## src/hw/wbaxi_pkg.sv

```systemverilog
`default_nettype none

package wbaxi_pkg;

	////////////////////////////////////////
	// Bus word types
	////////////////////////////////////////

	// One data word, AXI and Wishbone alike
	typedef logic [31:0] axi_data_t;

	// Byte lane strobe, doubles as Wishbone select
	typedef logic [3:0] axi_strb_t;

	// AXI response code
	typedef logic [1:0] axi_resp_t;

	////////////////////////////////////////
	// Response codes
	////////////////////////////////////////

	localparam axi_resp_t RESP_OKAY = 2'b00;
	// Exclusive okay, never legal on this bus
	localparam axi_resp_t RESP_EXOKAY = 2'b01;
	// Both error codes carry the upper bit
	localparam axi_resp_t RESP_SLVERR = 2'b10;
	localparam axi_resp_t RESP_DECERR = 2'b11;

	////////////////////////////////////////
	// Control FSM
	////////////////////////////////////////

	// Direction of the requests in flight
	typedef enum logic [1:0] {
		ST_IDLE,
		ST_WRITE,
		ST_READ
	} ctrl_state_t;

endpackage

`default_nettype wire

```

## src/hw/axil_req_issue.sv

```systemverilog
`timescale 1ns/1ps
`default_nettype none

module axil_req_issue #(
	parameter int ADDR_WIDTH = 28
) (
	input wire i_clk,
	input wire i_axi_reset_n,

	// Request from control, payload straight off Wishbone
	input wire i_load,
	input wire i_write,
	input wire [ADDR_WIDTH-3:0] i_wb_addr,
	input wire wbaxi_pkg::axi_data_t i_wb_data,
	input wire wbaxi_pkg::axi_strb_t i_wb_sel,

	input wire i_axi_awready,
	input wire i_axi_wready,
	input wire i_axi_arready,

	output logic o_busy,
	output logic o_axi_awvalid,
	output logic [ADDR_WIDTH-1:0] o_axi_awaddr,
	output logic [2:0] o_axi_awprot,
	output logic o_axi_wvalid,
	output wbaxi_pkg::axi_data_t o_axi_wdata,
	output wbaxi_pkg::axi_strb_t o_axi_wstrb,
	output logic o_axi_arvalid,
	output logic [ADDR_WIDTH-1:0] o_axi_araddr,
	output logic [2:0] o_axi_arprot
);

	// Byte address shared by AW and AR
	logic [ADDR_WIDTH-1:0] r_addr;

	////////////////////////////////////////
	// Channel valids
	////////////////////////////////////////

	// AW and W drop on their own readies
	always_ff @(posedge i_clk)
	begin
		if (!i_axi_reset_n)
		begin
			o_axi_awvalid <= 1'b0;
			o_axi_wvalid <= 1'b0;
			o_axi_arvalid <= 1'b0;
		end
		else if (i_load)
		begin
			o_axi_awvalid <= i_write;
			o_axi_wvalid <= i_write;
			o_axi_arvalid <= !i_write;
		end
		else
		begin
			if (i_axi_awready)
				o_axi_awvalid <= 1'b0;
			if (i_axi_wready)
				o_axi_wvalid <= 1'b0;
			if (i_axi_arready)
				o_axi_arvalid <= 1'b0;
		end
	end

	// Payload held until the next load
	always_ff @(posedge i_clk)
	begin
		if (i_load)
		begin
			// Word address to byte address
			r_addr <= {i_wb_addr, 2'b00};
			o_axi_wdata <= i_wb_data;
			o_axi_wstrb <= i_wb_sel;
		end
	end

	assign o_axi_awaddr = r_addr;
	assign o_axi_araddr = r_addr;

	// Unprivileged, secure, data access
	assign o_axi_awprot = 3'b000;
	assign o_axi_arprot = 3'b000;

	// Busy until every raised valid is accepted
	assign o_busy = o_axi_awvalid || o_axi_wvalid || o_axi_arvalid;

endmodule

`default_nettype wire

```

## src/hw/axil_resp_return.sv

```systemverilog
`timescale 1ns/1ps
`default_nettype none

module axil_resp_return (
	input wire i_clk,
	input wire i_axi_reset_n,

	// B and R channels
	input wire i_axi_bvalid,
	input wire wbaxi_pkg::axi_resp_t i_axi_bresp,
	input wire i_axi_rvalid,
	input wire wbaxi_pkg::axi_data_t i_axi_rdata,
	input wire wbaxi_pkg::axi_resp_t i_axi_rresp,

	output logic o_axi_bready,
	output logic o_axi_rready,
	output logic o_wb_ack,
	output logic o_wb_err,
	output wbaxi_pkg::axi_data_t o_wb_data,
	output logic o_done
);

	logic w_b_hs;
	logic w_r_hs;
	logic w_b_err;
	logic w_r_err;

	// Wishbone takes acks without back-pressure
	assign o_axi_bready = 1'b1;
	assign o_axi_rready = 1'b1;

	assign w_b_hs = i_axi_bvalid && o_axi_bready;
	assign w_r_hs = i_axi_rvalid && o_axi_rready;

	// SLVERR or DECERR, upper bit set
	assign w_b_err = (i_axi_bresp == wbaxi_pkg::RESP_SLVERR)
		|| (i_axi_bresp == wbaxi_pkg::RESP_DECERR);
	assign w_r_err = (i_axi_rresp == wbaxi_pkg::RESP_SLVERR)
		|| (i_axi_rresp == wbaxi_pkg::RESP_DECERR);

	// One cycle after the handshake
	always_ff @(posedge i_clk)
	begin
		if (!i_axi_reset_n)
		begin
			o_wb_ack <= 1'b0;
			o_wb_err <= 1'b0;
		end
		else
		begin
			o_wb_ack <= (w_b_hs && !w_b_err) || (w_r_hs && !w_r_err);
			o_wb_err <= (w_b_hs && w_b_err) || (w_r_hs && w_r_err);
		end
	end

	// Read word, valid alongside the ack
	always_ff @(posedge i_clk)
	begin
		if (w_r_hs)
			o_wb_data <= i_axi_rdata;
	end

	// Either outcome retires one request
	assign o_done = o_wb_ack || o_wb_err;

endmodule

`default_nettype wire

```

## src/hw/axil_txn_monitor.sv

```systemverilog
`timescale 1ns/1ps
`default_nettype none

module axil_txn_monitor #(
	parameter int ADDR_WIDTH = 28,
	parameter int LGDEPTH = 4,
	parameter int MAX_WAIT = 8
) (
	input wire i_clk,
	input wire i_axi_reset_n,

	input wire i_axi_awvalid,
	input wire i_axi_awready,
	input wire i_axi_wvalid,
	input wire i_axi_wready,
	input wire i_axi_bvalid,
	input wire i_axi_bready,
	input wire wbaxi_pkg::axi_resp_t i_axi_bresp,
	input wire i_axi_arvalid,
	input wire i_axi_arready,
	input wire i_axi_rvalid,
	input wire i_axi_rready,
	input wire wbaxi_pkg::axi_resp_t i_axi_rresp,

	output logic [LGDEPTH-1:0] o_rd_outstanding,
	output logic [LGDEPTH-1:0] o_awr_outstanding,
	output logic [LGDEPTH-1:0] o_wr_outstanding,
	output logic o_fault
);

	// Tracked channels, one counter each
	localparam int NCH = 3;
	localparam int CH_RD = 0;
	localparam int CH_AWR = 1;
	localparam int CH_WR = 2;
	localparam int SWIDTH = $clog2(MAX_WAIT + 1);
	localparam logic [LGDEPTH-1:0] CNT_FULL = '1;
	localparam logic [SWIDTH-1:0] STALL_LIMIT = SWIDTH'(MAX_WAIT);

	logic [NCH-1:0] w_req_valid;
	logic [NCH-1:0] w_req_ready;
	logic [NCH-1:0] w_req_hs;
	logic [NCH-1:0] w_rsp_valid;
	logic [NCH-1:0] w_rsp_hs;
	logic [NCH-1:0] w_stall_hit;
	logic [NCH-1:0] w_spurious;
	logic [NCH-1:0] w_overflow;
	logic w_bad_resp;
	logic w_violation;
	logic [LGDEPTH-1:0] r_count [NCH];
	logic [SWIDTH-1:0] r_stall [NCH];

	if ((ADDR_WIDTH < 3) || (LGDEPTH < 2) || (MAX_WAIT < 1))
	begin : g_param_check
		$error("axil_txn_monitor: bad ADDR_WIDTH, LGDEPTH or MAX_WAIT");
	end

	////////////////////////////////////////
	// Per-channel request and response
	////////////////////////////////////////

	assign w_req_valid[CH_RD] = i_axi_arvalid;
	assign w_req_ready[CH_RD] = i_axi_arready;
	assign w_req_valid[CH_AWR] = i_axi_awvalid;
	assign w_req_ready[CH_AWR] = i_axi_awready;
	assign w_req_valid[CH_WR] = i_axi_wvalid;
	assign w_req_ready[CH_WR] = i_axi_wready;
	assign w_req_hs = w_req_valid & w_req_ready;

	// B retires both AW and W
	assign w_rsp_valid[CH_RD] = i_axi_rvalid;
	assign w_rsp_hs[CH_RD] = i_axi_rvalid && i_axi_rready;
	assign w_rsp_valid[CH_AWR] = i_axi_bvalid;
	assign w_rsp_hs[CH_AWR] = i_axi_bvalid && i_axi_bready;
	assign w_rsp_valid[CH_WR] = i_axi_bvalid;
	assign w_rsp_hs[CH_WR] = i_axi_bvalid && i_axi_bready;

	////////////////////////////////////////
	// Outstanding and stall counters
	////////////////////////////////////////

	always_ff @(posedge i_clk)
	begin
		for (int i = 0; i < NCH; i++)
		begin
			if (!i_axi_reset_n)
				r_count[i] <= '0;
			else if (w_req_hs[i] && !w_rsp_hs[i])
				r_count[i] <= r_count[i] + 1'b1;
			else if (!w_req_hs[i] && w_rsp_hs[i])
				r_count[i] <= r_count[i] - 1'b1;
			// Stalled cycles, saturating at the limit
			if (!i_axi_reset_n || !w_req_valid[i] || w_req_ready[i])
				r_stall[i] <= '0;
			else if (r_stall[i] != STALL_LIMIT)
				r_stall[i] <= r_stall[i] + 1'b1;
		end
	end

	assign o_rd_outstanding = r_count[CH_RD];
	assign o_awr_outstanding = r_count[CH_AWR];
	assign o_wr_outstanding = r_count[CH_WR];

	////////////////////////////////////////
	// Violations and sticky fault
	////////////////////////////////////////

	always_comb
	begin
		for (int i = 0; i < NCH; i++)
		begin
			w_stall_hit[i] = (r_stall[i] == STALL_LIMIT);
			// Response with nothing outstanding
			w_spurious[i] = w_rsp_valid[i] && (r_count[i] == '0) && !w_req_hs[i];
			w_overflow[i] = (r_count[i] == CNT_FULL);
		end
	end

	// Exclusive okay without exclusive access
	assign w_bad_resp = (i_axi_bvalid && (i_axi_bresp == wbaxi_pkg::RESP_EXOKAY))
		|| (i_axi_rvalid && (i_axi_rresp == wbaxi_pkg::RESP_EXOKAY));

	assign w_violation = (|w_stall_hit) || (|w_spurious) || (|w_overflow) || w_bad_resp;

	// Stays set until reset
	always_ff @(posedge i_clk)
	begin
		if (!i_axi_reset_n)
			o_fault <= 1'b0;
		else if (w_violation)
			o_fault <= 1'b1;
	end

endmodule

`default_nettype wire

```

## src/hw/wbaxi_bridge_top.sv

```systemverilog
`timescale 1ns/1ps
`default_nettype none

module wbaxi_bridge_top #(
	parameter int ADDR_WIDTH = 28,
	parameter int LGDEPTH = 4,
	parameter int MAX_WAIT = 8
) (
	input wire i_clk,
	input wire i_axi_reset_n,

	// Wishbone pipelined slave
	input wire i_wb_cyc,
	input wire i_wb_stb,
	input wire i_wb_we,
	input wire [ADDR_WIDTH-3:0] i_wb_addr,
	input wire wbaxi_pkg::axi_data_t i_wb_data,
	input wire wbaxi_pkg::axi_strb_t i_wb_sel,
	output logic o_wb_stall,
	output logic o_wb_ack,
	output wbaxi_pkg::axi_data_t o_wb_data,
	output logic o_wb_err,

	// AXI-lite master
	output logic o_axi_awvalid,
	input wire i_axi_awready,
	output logic [ADDR_WIDTH-1:0] o_axi_awaddr,
	output logic [2:0] o_axi_awprot,
	output logic o_axi_wvalid,
	input wire i_axi_wready,
	output wbaxi_pkg::axi_data_t o_axi_wdata,
	output wbaxi_pkg::axi_strb_t o_axi_wstrb,
	input wire i_axi_bvalid,
	output logic o_axi_bready,
	input wire wbaxi_pkg::axi_resp_t i_axi_bresp,
	output logic o_axi_arvalid,
	input wire i_axi_arready,
	output logic [ADDR_WIDTH-1:0] o_axi_araddr,
	output logic [2:0] o_axi_arprot,
	input wire i_axi_rvalid,
	output logic o_axi_rready,
	input wire wbaxi_pkg::axi_data_t i_axi_rdata,
	input wire wbaxi_pkg::axi_resp_t i_axi_rresp,

	// Monitor status
	output logic o_mon_fault,
	output logic [LGDEPTH-1:0] o_rd_outstanding,
	output logic [LGDEPTH-1:0] o_awr_outstanding,
	output logic [LGDEPTH-1:0] o_wr_outstanding
);

	wire w_issue_load;
	wire w_issue_write;
	wire w_issue_busy;
	wire w_resp_done;

	////////////////////////////////////////
	// Control and datapath
	////////////////////////////////////////

	wbaxi_ctrl #(
		.ADDR_WIDTH(ADDR_WIDTH),
		.LGDEPTH(LGDEPTH)
	) i_wbaxi_ctrl (
		.i_clk(i_clk), .i_axi_reset_n(i_axi_reset_n),
		.i_wb_cyc(i_wb_cyc), .i_wb_stb(i_wb_stb), .i_wb_we(i_wb_we),
		.i_issue_busy(w_issue_busy), .i_resp_done(w_resp_done),
		.o_wb_stall(o_wb_stall),
		.o_issue_load(w_issue_load), .o_issue_write(w_issue_write)
	);

	// Address, data and select straight off Wishbone
	axil_req_issue #(
		.ADDR_WIDTH(ADDR_WIDTH)
	) i_axil_req_issue (
		.i_clk(i_clk), .i_axi_reset_n(i_axi_reset_n),
		.i_load(w_issue_load), .i_write(w_issue_write),
		.i_wb_addr(i_wb_addr), .i_wb_data(i_wb_data), .i_wb_sel(i_wb_sel),
		.i_axi_awready(i_axi_awready), .i_axi_wready(i_axi_wready),
		.i_axi_arready(i_axi_arready),
		.o_busy(w_issue_busy),
		.o_axi_awvalid(o_axi_awvalid), .o_axi_awaddr(o_axi_awaddr),
		.o_axi_awprot(o_axi_awprot),
		.o_axi_wvalid(o_axi_wvalid), .o_axi_wdata(o_axi_wdata),
		.o_axi_wstrb(o_axi_wstrb),
		.o_axi_arvalid(o_axi_arvalid), .o_axi_araddr(o_axi_araddr),
		.o_axi_arprot(o_axi_arprot)
	);

	axil_resp_return i_axil_resp_return (
		.i_clk(i_clk), .i_axi_reset_n(i_axi_reset_n),
		.i_axi_bvalid(i_axi_bvalid), .i_axi_bresp(i_axi_bresp),
		.i_axi_rvalid(i_axi_rvalid), .i_axi_rdata(i_axi_rdata),
		.i_axi_rresp(i_axi_rresp),
		.o_axi_bready(o_axi_bready), .o_axi_rready(o_axi_rready),
		.o_wb_ack(o_wb_ack), .o_wb_err(o_wb_err), .o_wb_data(o_wb_data),
		.o_done(w_resp_done)
	);

	////////////////////////////////////////
	// Bus watch
	////////////////////////////////////////

	axil_txn_monitor #(
		.ADDR_WIDTH(ADDR_WIDTH),
		.LGDEPTH(LGDEPTH),
		.MAX_WAIT(MAX_WAIT)
	) i_axil_txn_monitor (
		.i_clk(i_clk), .i_axi_reset_n(i_axi_reset_n),
		.i_axi_awvalid(o_axi_awvalid), .i_axi_awready(i_axi_awready),
		.i_axi_wvalid(o_axi_wvalid), .i_axi_wready(i_axi_wready),
		.i_axi_bvalid(i_axi_bvalid), .i_axi_bready(o_axi_bready),
		.i_axi_bresp(i_axi_bresp),
		.i_axi_arvalid(o_axi_arvalid), .i_axi_arready(i_axi_arready),
		.i_axi_rvalid(i_axi_rvalid), .i_axi_rready(o_axi_rready),
		.i_axi_rresp(i_axi_rresp),
		.o_rd_outstanding(o_rd_outstanding),
		.o_awr_outstanding(o_awr_outstanding),
		.o_wr_outstanding(o_wr_outstanding),
		.o_fault(o_mon_fault)
	);

endmodule

`default_nettype wire

```

## src/hw/wbaxi_ctrl.sv

```systemverilog
`timescale 1ns/1ps
`default_nettype none

module wbaxi_ctrl #(
	parameter int ADDR_WIDTH = 28,
	parameter int LGDEPTH = 4
) (
	input wire i_clk,
	input wire i_axi_reset_n,

	// Wishbone request side
	input wire i_wb_cyc,
	input wire i_wb_stb,
	input wire i_wb_we,

	// From issuer and response return
	input wire i_issue_busy,
	input wire i_resp_done,

	output logic o_wb_stall,
	output logic o_issue_load,
	output logic o_issue_write
);

	// Pending limit, all ones less one
	localparam logic [LGDEPTH-1:0] PEND_MAX = {LGDEPTH{1'b1}} - 1'b1;

	wbaxi_pkg::ctrl_state_t r_state;
	logic [LGDEPTH-1:0] r_pending;
	logic [LGDEPTH-1:0] w_pending_next;
	logic w_request;
	logic w_full;
	logic w_dir_change;

	// Need a word address and a counter of some depth
	if ((ADDR_WIDTH < 3) || (LGDEPTH < 2))
	begin : g_param_check
		$error("wbaxi_ctrl: ADDR_WIDTH must be >= 3 and LGDEPTH >= 2");
	end

	////////////////////////////////////////
	// Stall decision
	////////////////////////////////////////

	assign w_request = i_wb_cyc && i_wb_stb;

	// Counter one short of all ones
	assign w_full = (r_pending >= PEND_MAX);

	// Request direction against the current one
	always_comb
	begin
		case (r_state)
		wbaxi_pkg::ST_WRITE:
			w_dir_change = !i_wb_we;
		wbaxi_pkg::ST_READ:
			w_dir_change = i_wb_we;
		default:
			w_dir_change = 1'b0;
		endcase
	end

	// Hold off while the issuer is busy, the counter is full,
	// or a turnaround must wait for pending responses
	assign o_wb_stall = i_issue_busy
		|| w_full
		|| (w_request && (r_pending != '0) && w_dir_change);

	// One load per accepted request
	assign o_issue_load = w_request && !o_wb_stall;
	assign o_issue_write = i_wb_we;

	////////////////////////////////////////
	// Pending count and direction
	////////////////////////////////////////

	// Up on load, down on done, both cancel
	always_comb
	begin
		w_pending_next = r_pending;
		if (o_issue_load && !i_resp_done)
			w_pending_next = r_pending + 1'b1;
		else if (!o_issue_load && i_resp_done)
			w_pending_next = r_pending - 1'b1;
	end

	always_ff @(posedge i_clk)
	begin
		if (!i_axi_reset_n)
		begin
			r_pending <= '0;
			r_state <= wbaxi_pkg::ST_IDLE;
		end
		else
		begin
			r_pending <= w_pending_next;
			// New request sets the direction
			if (o_issue_load)
			begin
				if (i_wb_we)
					r_state <= wbaxi_pkg::ST_WRITE;
				else
					r_state <= wbaxi_pkg::ST_READ;
			end
			// Last response back, direction free again
			else if (w_pending_next == '0)
				r_state <= wbaxi_pkg::ST_IDLE;
		end
	end

endmodule

`default_nettype wire

```

## config.mk

```make
export PLATFORM = sky130hd
export DESIGN_NAME = wbaxi_bridge_top
export DESIGN_NICKNAME = d
export VERILOG_FILES = /design/src/hw/wbaxi_pkg.sv /design/src/hw/axil_req_issue.sv /design/src/hw/axil_resp_return.sv /design/src/hw/axil_txn_monitor.sv /design/src/hw/wbaxi_bridge_top.sv /design/src/hw/wbaxi_ctrl.sv
export SDC_FILE = /design/constraint.sdc
export NUM_CORES = 1
export LEC_CHECK = 0
export BUFFER_PORTS_ARGS = -buffer_cell sky130_fd_sc_hd__buf_2
export CORE_ASPECT_RATIO = 0.6
export CORE_MARGIN = 2
export CORE_UTILIZATION = 52
export CTS_BUF_LIST = sky130_fd_sc_hd__clkbuf_4 sky130_fd_sc_hd__clkbuf_8
export CTS_CLUSTER_SIZE = 24
export DETAILED_ROUTE_END_ITERATION = 6
export MAX_ROUTING_LAYER = met4
export PLACE_DENSITY_LB_ADDON = 0.25
export REMOVE_ABC_BUFFERS = 1
export SYNTH_ARGS = -nofsm -noshare
export SYNTH_HDL_FRONTEND = slang
export SYNTH_SLANG_ARGS = --single-unit
```

## constraint.sdc

```tcl
create_clock -name i_clk -period 6.55 [get_ports i_clk]
set_input_delay 0.3275 -clock i_clk [delete_from_list [all_inputs] [get_ports i_clk]]
set_output_delay 0.3275 -clock i_clk [all_outputs]
set_load 0.05 [all_outputs]
```

### Word level (Yosys, flattened, before mapping)

Memory sizes are Yosys's and may differ from the RTL's.
Index checks and enable logic that the tools add are counted.

| storage, ports and cells | value |
|---|---|
| flip-flop bits (word level) | 106 |
| latch bits | 0 |
| memory bits (writable) | 24 |
| ROM bits | 0 |
| input bits | 108 |
| output and inout bits | 151 |
| word-level logic and storage cells | 181 |
| memories | 2 |

| cells by class | value |
|---|---|
| add/subtract/negate cells | 11 |
| $mul | 0 |
| divide/modulo/power cells | 0 |
| $lt $le $gt $ge | 1 |
| equal/unequal tests | 17 |
| shift-type cells | 0 |
| mux-type cells | 58 |
| bitwise operators | 10 |
| reduce and logical (&&, ||, !) cells | 70 |

Memories:

| memory | words | bits a word | rd ports | clocked after memory_dff | write ports | RTL line | RTL |
|---|---|---|---|---|---|---|---|
| i_axil_txn_monitor.r_count | 3 | 4 | 3 | 0 | 3 | axil_txn_monitor.sv:50 | `logic [LGDEPTH-1:0] r_count [NCH];` |
| i_axil_txn_monitor.r_stall | 3 | 4 | 3 | 0 | 3 | axil_txn_monitor.sv:51 | `logic [SWIDTH-1:0] r_stall [NCH];` |

Operator list:

| cell | count |
|---|---|
| 2-to-1 mux 4 bit | 11 |
| 2-to-1 mux 1 bit | 43 |
| adder 4 x 1 -> 4 bit (second input constant) | 7 |
| == test 4 bit (second input constant) | 6 |
| logical AND 1 bit | 24 |
| logical OR 1 bit | 19 |
| zero test 4 bit | 4 |
| subtractor 4 x 1 -> 4 bit (second input constant) | 4 |
| zero test 1 bit | 15 |
| != test 4 bit (second input constant) | 3 |
| == test 2 bit (second input constant) | 5 |
| OR 1 bit | 9 |
| OR reduction 3 bit | 3 |
| nonzero test 2 bit | 4 |
| == test 2 x 1 -> 1 bit (second input constant) | 3 |
| 2-to-1 mux 2 bit | 3 |
| greater-or-equal comparator 4 bit (second input constant) | 1 |
| nonzero test 4 bit | 1 |
| bitwise AND 3 bit | 1 |
| case mux 1 bit (2 select lines) | 1 |

### Longest topological paths before layout

| depth | value |
|---|---|
| word-level depth | 13 |
| mapped depth | 10 |
| depth with buffers taken out | 8 |

### Cells and area by module

From an unflattened synthesis, not the netlist that was laid out.

| unflattened totals | value |
|---|---|
| cell total of the unflattened synthesis | 388 |
| area, all modules | 5,506.5 um^2 |

Modules (own cells, without submodules):

| module | times used | cells an instance | area each (um^2) | seq. area each (um^2) |
|---|---|---|---|---|
| axil_req_issue | 1 | 111 | 2,262.2 | 1,921.8 |
| axil_txn_monitor | 1 | 175 | 1,661.6 | 740.7 |
| axil_resp_return | 1 | 43 | 1,063.5 | 1,001.0 |
| wbaxi_ctrl | 1 | 59 | 519.2 | 120.1 |

### Worst setup path before layout

No wires, ideal clock.

| path | value |
|---|---|
| path type | register -> register |
| start point | register i_wbaxi_ctrl.r_pending[0] |
| end point | register i_wbaxi_ctrl.r_state[0] |
| library setup time | 0.141 ns |
| arrival | 2.233 ns |
| data required time | 6.409 ns |
| path slack | 4.176 ns |
| cell stages (with the launch flop) | 11 |
| buffers on the path | 2 |
| clock period less this slack | 2.374 ns |
| path through | dfxtp_1 > buf_4 > inv_1 > ha_1 > o211a_1 > nor3_4 > and2_4 > buf_6 > a22oi_1 > a22oi_2 > a311oi_2 |

| on the way | value |
|---|---|
| word-level cells in the longest chain between the ends | 12 |
| elaborated cells on any way between the ends | 18 |
| classes of those cells | add/sub: 2; order compare: 1; mux: 3; reduce/logical: 12 |

Ends and longest elaborated chain:

| what | RTL line | RTL |
|---|---|---|
| from (decl) | wbaxi_ctrl.sv:29 | `logic [LGDEPTH-1:0] r_pending;` |
| from (signal assigned) | wbaxi_ctrl.sv:96 | `r_pending <= w_pending_next;` |
| branches (longest 3 deep; another with greater-or-equal comparator 4 bit) | n/a |  |
| logical OR 1 bit (*) | wbaxi_ctrl.sv:67 | `\|\| (w_request && (r_pending != '0) && w_dir_change);` |
| zero test 1 bit (*) | wbaxi_ctrl.sv:70 | `assign o_issue_load = w_request && !o_wb_stall;` |
| logical AND 1 bit (*) | wbaxi_ctrl.sv:70 |  |
| via i_axil_req_issue.i_load | axil_req_issue.sv:11 | `input wire i_load,` |
| zero test 1 bit | wbaxi_ctrl.sv:83 | `else if (!o_issue_load && i_resp_done)` |
| logical AND 1 bit | wbaxi_ctrl.sv:83 |  |
| 2-to-1 mux 4 bit | wbaxi_ctrl.sv:83 |  |
| 2-to-1 mux 4 bit | wbaxi_ctrl.sv:81 | `if (o_issue_load && !i_resp_done)` |
| zero test 4 bit | wbaxi_ctrl.sv:106 | `else if (w_pending_next == '0)` |
| nonzero test 2 bit (no source line) | n/a |  |
| to (signal assigned) | wbaxi_ctrl.sv:92 | `r_state <= wbaxi_pkg::ST_IDLE;` |
| to (signal assigned) | wbaxi_ctrl.sv:103 | `r_state <= wbaxi_pkg::ST_READ;` |
| to (signal assigned) | wbaxi_ctrl.sv:107 | `r_state <= wbaxi_pkg::ST_IDLE;` |
| to (decl) | wbaxi_ctrl.sv:28 | `wbaxi_pkg::ctrl_state_t r_state;` |

Mark *: on every way through the listed nets, which the timed path passes.
A chain may end at the register's enable or synchronous reset.

### Worst setup path after layout

| path | value |
|---|---|
| start point | register i_wbaxi_ctrl.r_pending[0] |
| end point | register i_wbaxi_ctrl.r_state[0] |

| on the way | value |
|---|---|
| word-level cells in the longest chain between the ends | 12 |
| elaborated cells on any way between the ends | 18 |
| classes of those cells | add/sub: 2; order compare: 1; mux: 3; reduce/logical: 12 |

Ends and longest elaborated chain:

| what |
|---|
| branches (longest 12 deep; another with greater-or-equal comparator 4 bit) |

Several ways; the timed one is not identified.

==> impl_results.md <==
* GRT Total Usage at 0.240
* Top Layer Used: met4
* Top-area cell type share of the netlist area at 0.652
* CORE AREA at 0.0100 mm²
* Arrival @ worst endpoint at 3.37 ns
* Fillers at 762
* Routed met1 length at 5.20 mm
* Worst-Skew Late Latency at 0.43 ns
* Crit path kind: reg2reg
* RSZ-0062 raised after global routing: false
* Starting Density at 0.543
* Die area at 0.0113 mm²
* Worst slew pin tran at 0.933 ns
* Via count at 3786
* R2r setup slk at 3.51 ns
* Synth Register Bits at 130
* CP endpoint kind: register
* H-tree depth at 4
* Cell variety after synth at 51
* Post-synth ARST share at 0
* Area contributors post-synth: edfxtp_1 (65%), buf_4 (5.4%), dfxtp_1 (4.4%)
* DP Wirelength at 9.82 mm
* Worst path required time at 6.88 ns
* Clock Tree Buf Depth at 2
* # setup viols final at 0
* # Post-CTS Setup Buffers at 0
* Synthesized cell area at 0.00544 mm²
* Hold Crit Class: in2reg
* Initial antenna violation count at 2
* Sequential share of the synthesized area at 0.696
* Share of cells above drive strength 1 at 0.462
* Cell taking the most area after synthesis: edfxtp_1
* Worst-path clk slew at 0.09 ns
* DRT Pass-1 Iters at 4
* Inserted Clock Buffers at 17
* Top_reg_cell synth: edfxtp_1
* Cts-stage hold buffer count at 0
* Max Cap Viol at 0
* Mapped Cells at 378
* Fin Clk Skew at 0.0118 ns
* LEAKAGE at 0.00305 µW
* TritonCTS Sinks at 130
* Post-CTS Resized at 0
* Setup TNS at 0 ns
* Port Buf Inserts at 246
* EDFF count, synth at 118
* Relative slew slack at 0.378
* Sw Pwr at 736 µW
* Sequential share of power at 0.459
* PwrDens at 317 mW/mm²
* Final Critical Period at 3.04 ns
* Run status: complete, no violations
* Slew Limit Fails at 0
* Routed vias/inst at 4.98
* Wire length per cell at 17.2 µm
* Final hold vios at 0
* Design Area, Final at 0.00699 mm²
* Critical path peak fanout at 73
* Clock share of power at 0.331
* Area after DPL at 0.00655 mm²
* Area delta synth->final at 28.5%
* Nets at 736
* Synthesized area per cell at 14.4 µm²
* Row Count at 28
* Drt drc at 0
* Final ANT Viol Nets at 0
* Final WL at 13.0 mm
* Placer Congestion at 0.856
* FMAX at 329 MHz
* Type of element launching the critical path: register
* Die H at 83.2 µm
* Logic pwr share at 0.209
* Wire length on met3 at 1.08 mm
* Pin count of the biggest net entering global routing at 74
* Internal power at 1480 µW
* Chip Width at 136 µm
* Final period utilization at 0.464
* Maximum vdd ir drop at 0.000174 V
* Number of global-route vias before repair at 3671
* Grt total ovfl at 0
* Drt initial violations at 296
* IO Count at 259
* Yosys warns at 0
* Met2 wirelength from detailed routing at 6.56 mm
* Net Sw Frac at 0.333
* CTS tree: yes
* First-pass GRT wire length at 19.8 mm
* Root buf cell: clkbuf_8
-- cell usage after synthesis, drive strengths merged, types with 2 or more instances --
library cell and instances:
nand2 20, a21oi 14, dfxtp 12, edfxtp 118, inv 24, o211ai 2, and3 3, a31oi 3
o22a 2, clkbuf 2, nand3 13, a221oi 3, a22oi 3, nand2b 5, o21ai 6, nor2 35
nand3b 2, nor3 4, or3 4, ha 17, xnor2 9, buf 41, xor2 7, conb 2
mux2i 4, nor3b 2, nand4 3
-- logic make-up (layout without fill, tap and decap cells) --
logic type	Yosys count	after routing	share of synthesized area
flops	130	130	0.696
compound gates	44	44	0.0601
simple gates	96	96	0.0865
other cells	2	14	0.00138
mux	5	5	0.0115
fa+ha+maj	18	18	0.0428
xor+xnor	16	16	0.0258
buf+inv	67	302	0.0760
-- area by class of cell --
cell class	count	area, µm²	area share
Timing Repair Buffer	246	1230	0.176
Clock buffer	17	234	0.0335
Sequential cell	130	3780	0.542
Multi-Input combinational cell	191	1280	0.183
Antenna cell	2	5.00	0.000716
Inverter	24	90.1	0.0129
Clock inverter	15	195	0.0279
Tap cell	135	169	0.0242
-- flip-flops by register name, summed over array words and instances (netlist names), 2 cells and up --
name / flops
i_wbaxi_ctrl.r_state: 2
i_axil_resp_return.o_wb_data: 32
i_axil_req_issue.o_axi_araddr: 26
i_axil_req_issue.o_axi_wstrb: 4
i_axil_req_issue.o_axi_wdata: 32
i_axil_txn_monitor.r_count: 12
i_axil_txn_monitor.r_stall: 12
i_wbaxi_ctrl.r_pending: 4
-- stage by stage --
step / worst slack (ns) / hold slack, ns / total power [µW] / util / std cells
after floorplan: 3.97 / 0.426 / 1370 / - / 345
after global placement: 3.75 / 0.505 / 1490 / 0.654 / 726
after detailed placement: 3.52 / 0.506 / 1500 / 0.654 / 726
after CTS: 3.48 / 0.0329 / 2230 / 0.697 / 758
after global routing: 3.29 / 0.0256 / 2310 / 0.697 / 760
final: 3.51 / 0.0626 / 2210 / 0.697 / 760
-- cells in the final DEF, fill, tap and decap left out, types with 3 or more instances in the layout --
| master | netlist | final |
|---|---|---|
| inv_1 | 24 | 24 |
| inv_8 | 0 | 3 |
| nand3_1 | 13 | 13 |
| and3_1 | 3 | 3 |
| o21ai_0 | 6 | 6 |
| mux2i_1 | 4 | 4 |
| or3_1 | 3 | 3 |
| nand4_1 | 3 | 3 |
| bufinv_16 | 0 | 3 |
| a31oi_1 | 3 | 3 |
| nor2_1 | 35 | 35 |
| nand2_1 | 20 | 20 |
| nor3_1 | 3 | 3 |
| a21oi_1 | 13 | 13 |
| nand2b_1 | 5 | 5 |
| xnor2_1 | 9 | 9 |
| dfxtp_1 | 12 | 12 |
| conb_1 | 2 | 12 |
| buf_2 | 0 | 246 |
| inv_6 | 0 | 4 |
| ha_1 | 17 | 17 |
| xor2_1 | 7 | 7 |
| edfxtp_1 | 118 | 118 |
| clkbuf_8 | 0 | 17 |
-- final timing paths --
path | from | endpoint | cells after the start
worst max-delay path | i_wbaxi_ctrl.r_pending[0] | i_wbaxi_ctrl.r_state[0] | 8
worst min-delay path | i_wb_data[18] | i_axil_req_issue.o_axi_wdata[18] | 1
worst max register to register | i_wbaxi_ctrl.r_pending[0] | i_wbaxi_ctrl.r_state[0] | 8
worst min register to register | i_axil_req_issue.o_axi_awvalid | i_axil_req_issue.o_axi_awvalid | 2
-- power groups by stage --
stage          logic, µW  clock network [µW]  registers [µW]
2_1_floorplan        123                   0            1240
3_3_place_gp         456                   0            1030
3_5_place_dp         464                   0            1030
4_1_cts              466                 751            1020
5_1_grt              490                 791            1030
6_report             464                 733            1020
-- routing by layer --
metal,vias up,track usage
met1,1811,0.288
met4,0,0.0862
met2,165,0.386
li1,1793,-
met3,17,0.0757
met5,-,-
-- worst max-delay path: stages, from the launching register on --
cell	delay, ns
dfxtp_1	0.47
inv_1	0.13
ha_1	0.21
o211a_1	0.26
nor3_4	0.30
and2_4	0.82
mux2i_1	0.38
a22oi_2	0.11
a311oi_2	0.26
Power figures use the tool's default switching activity.
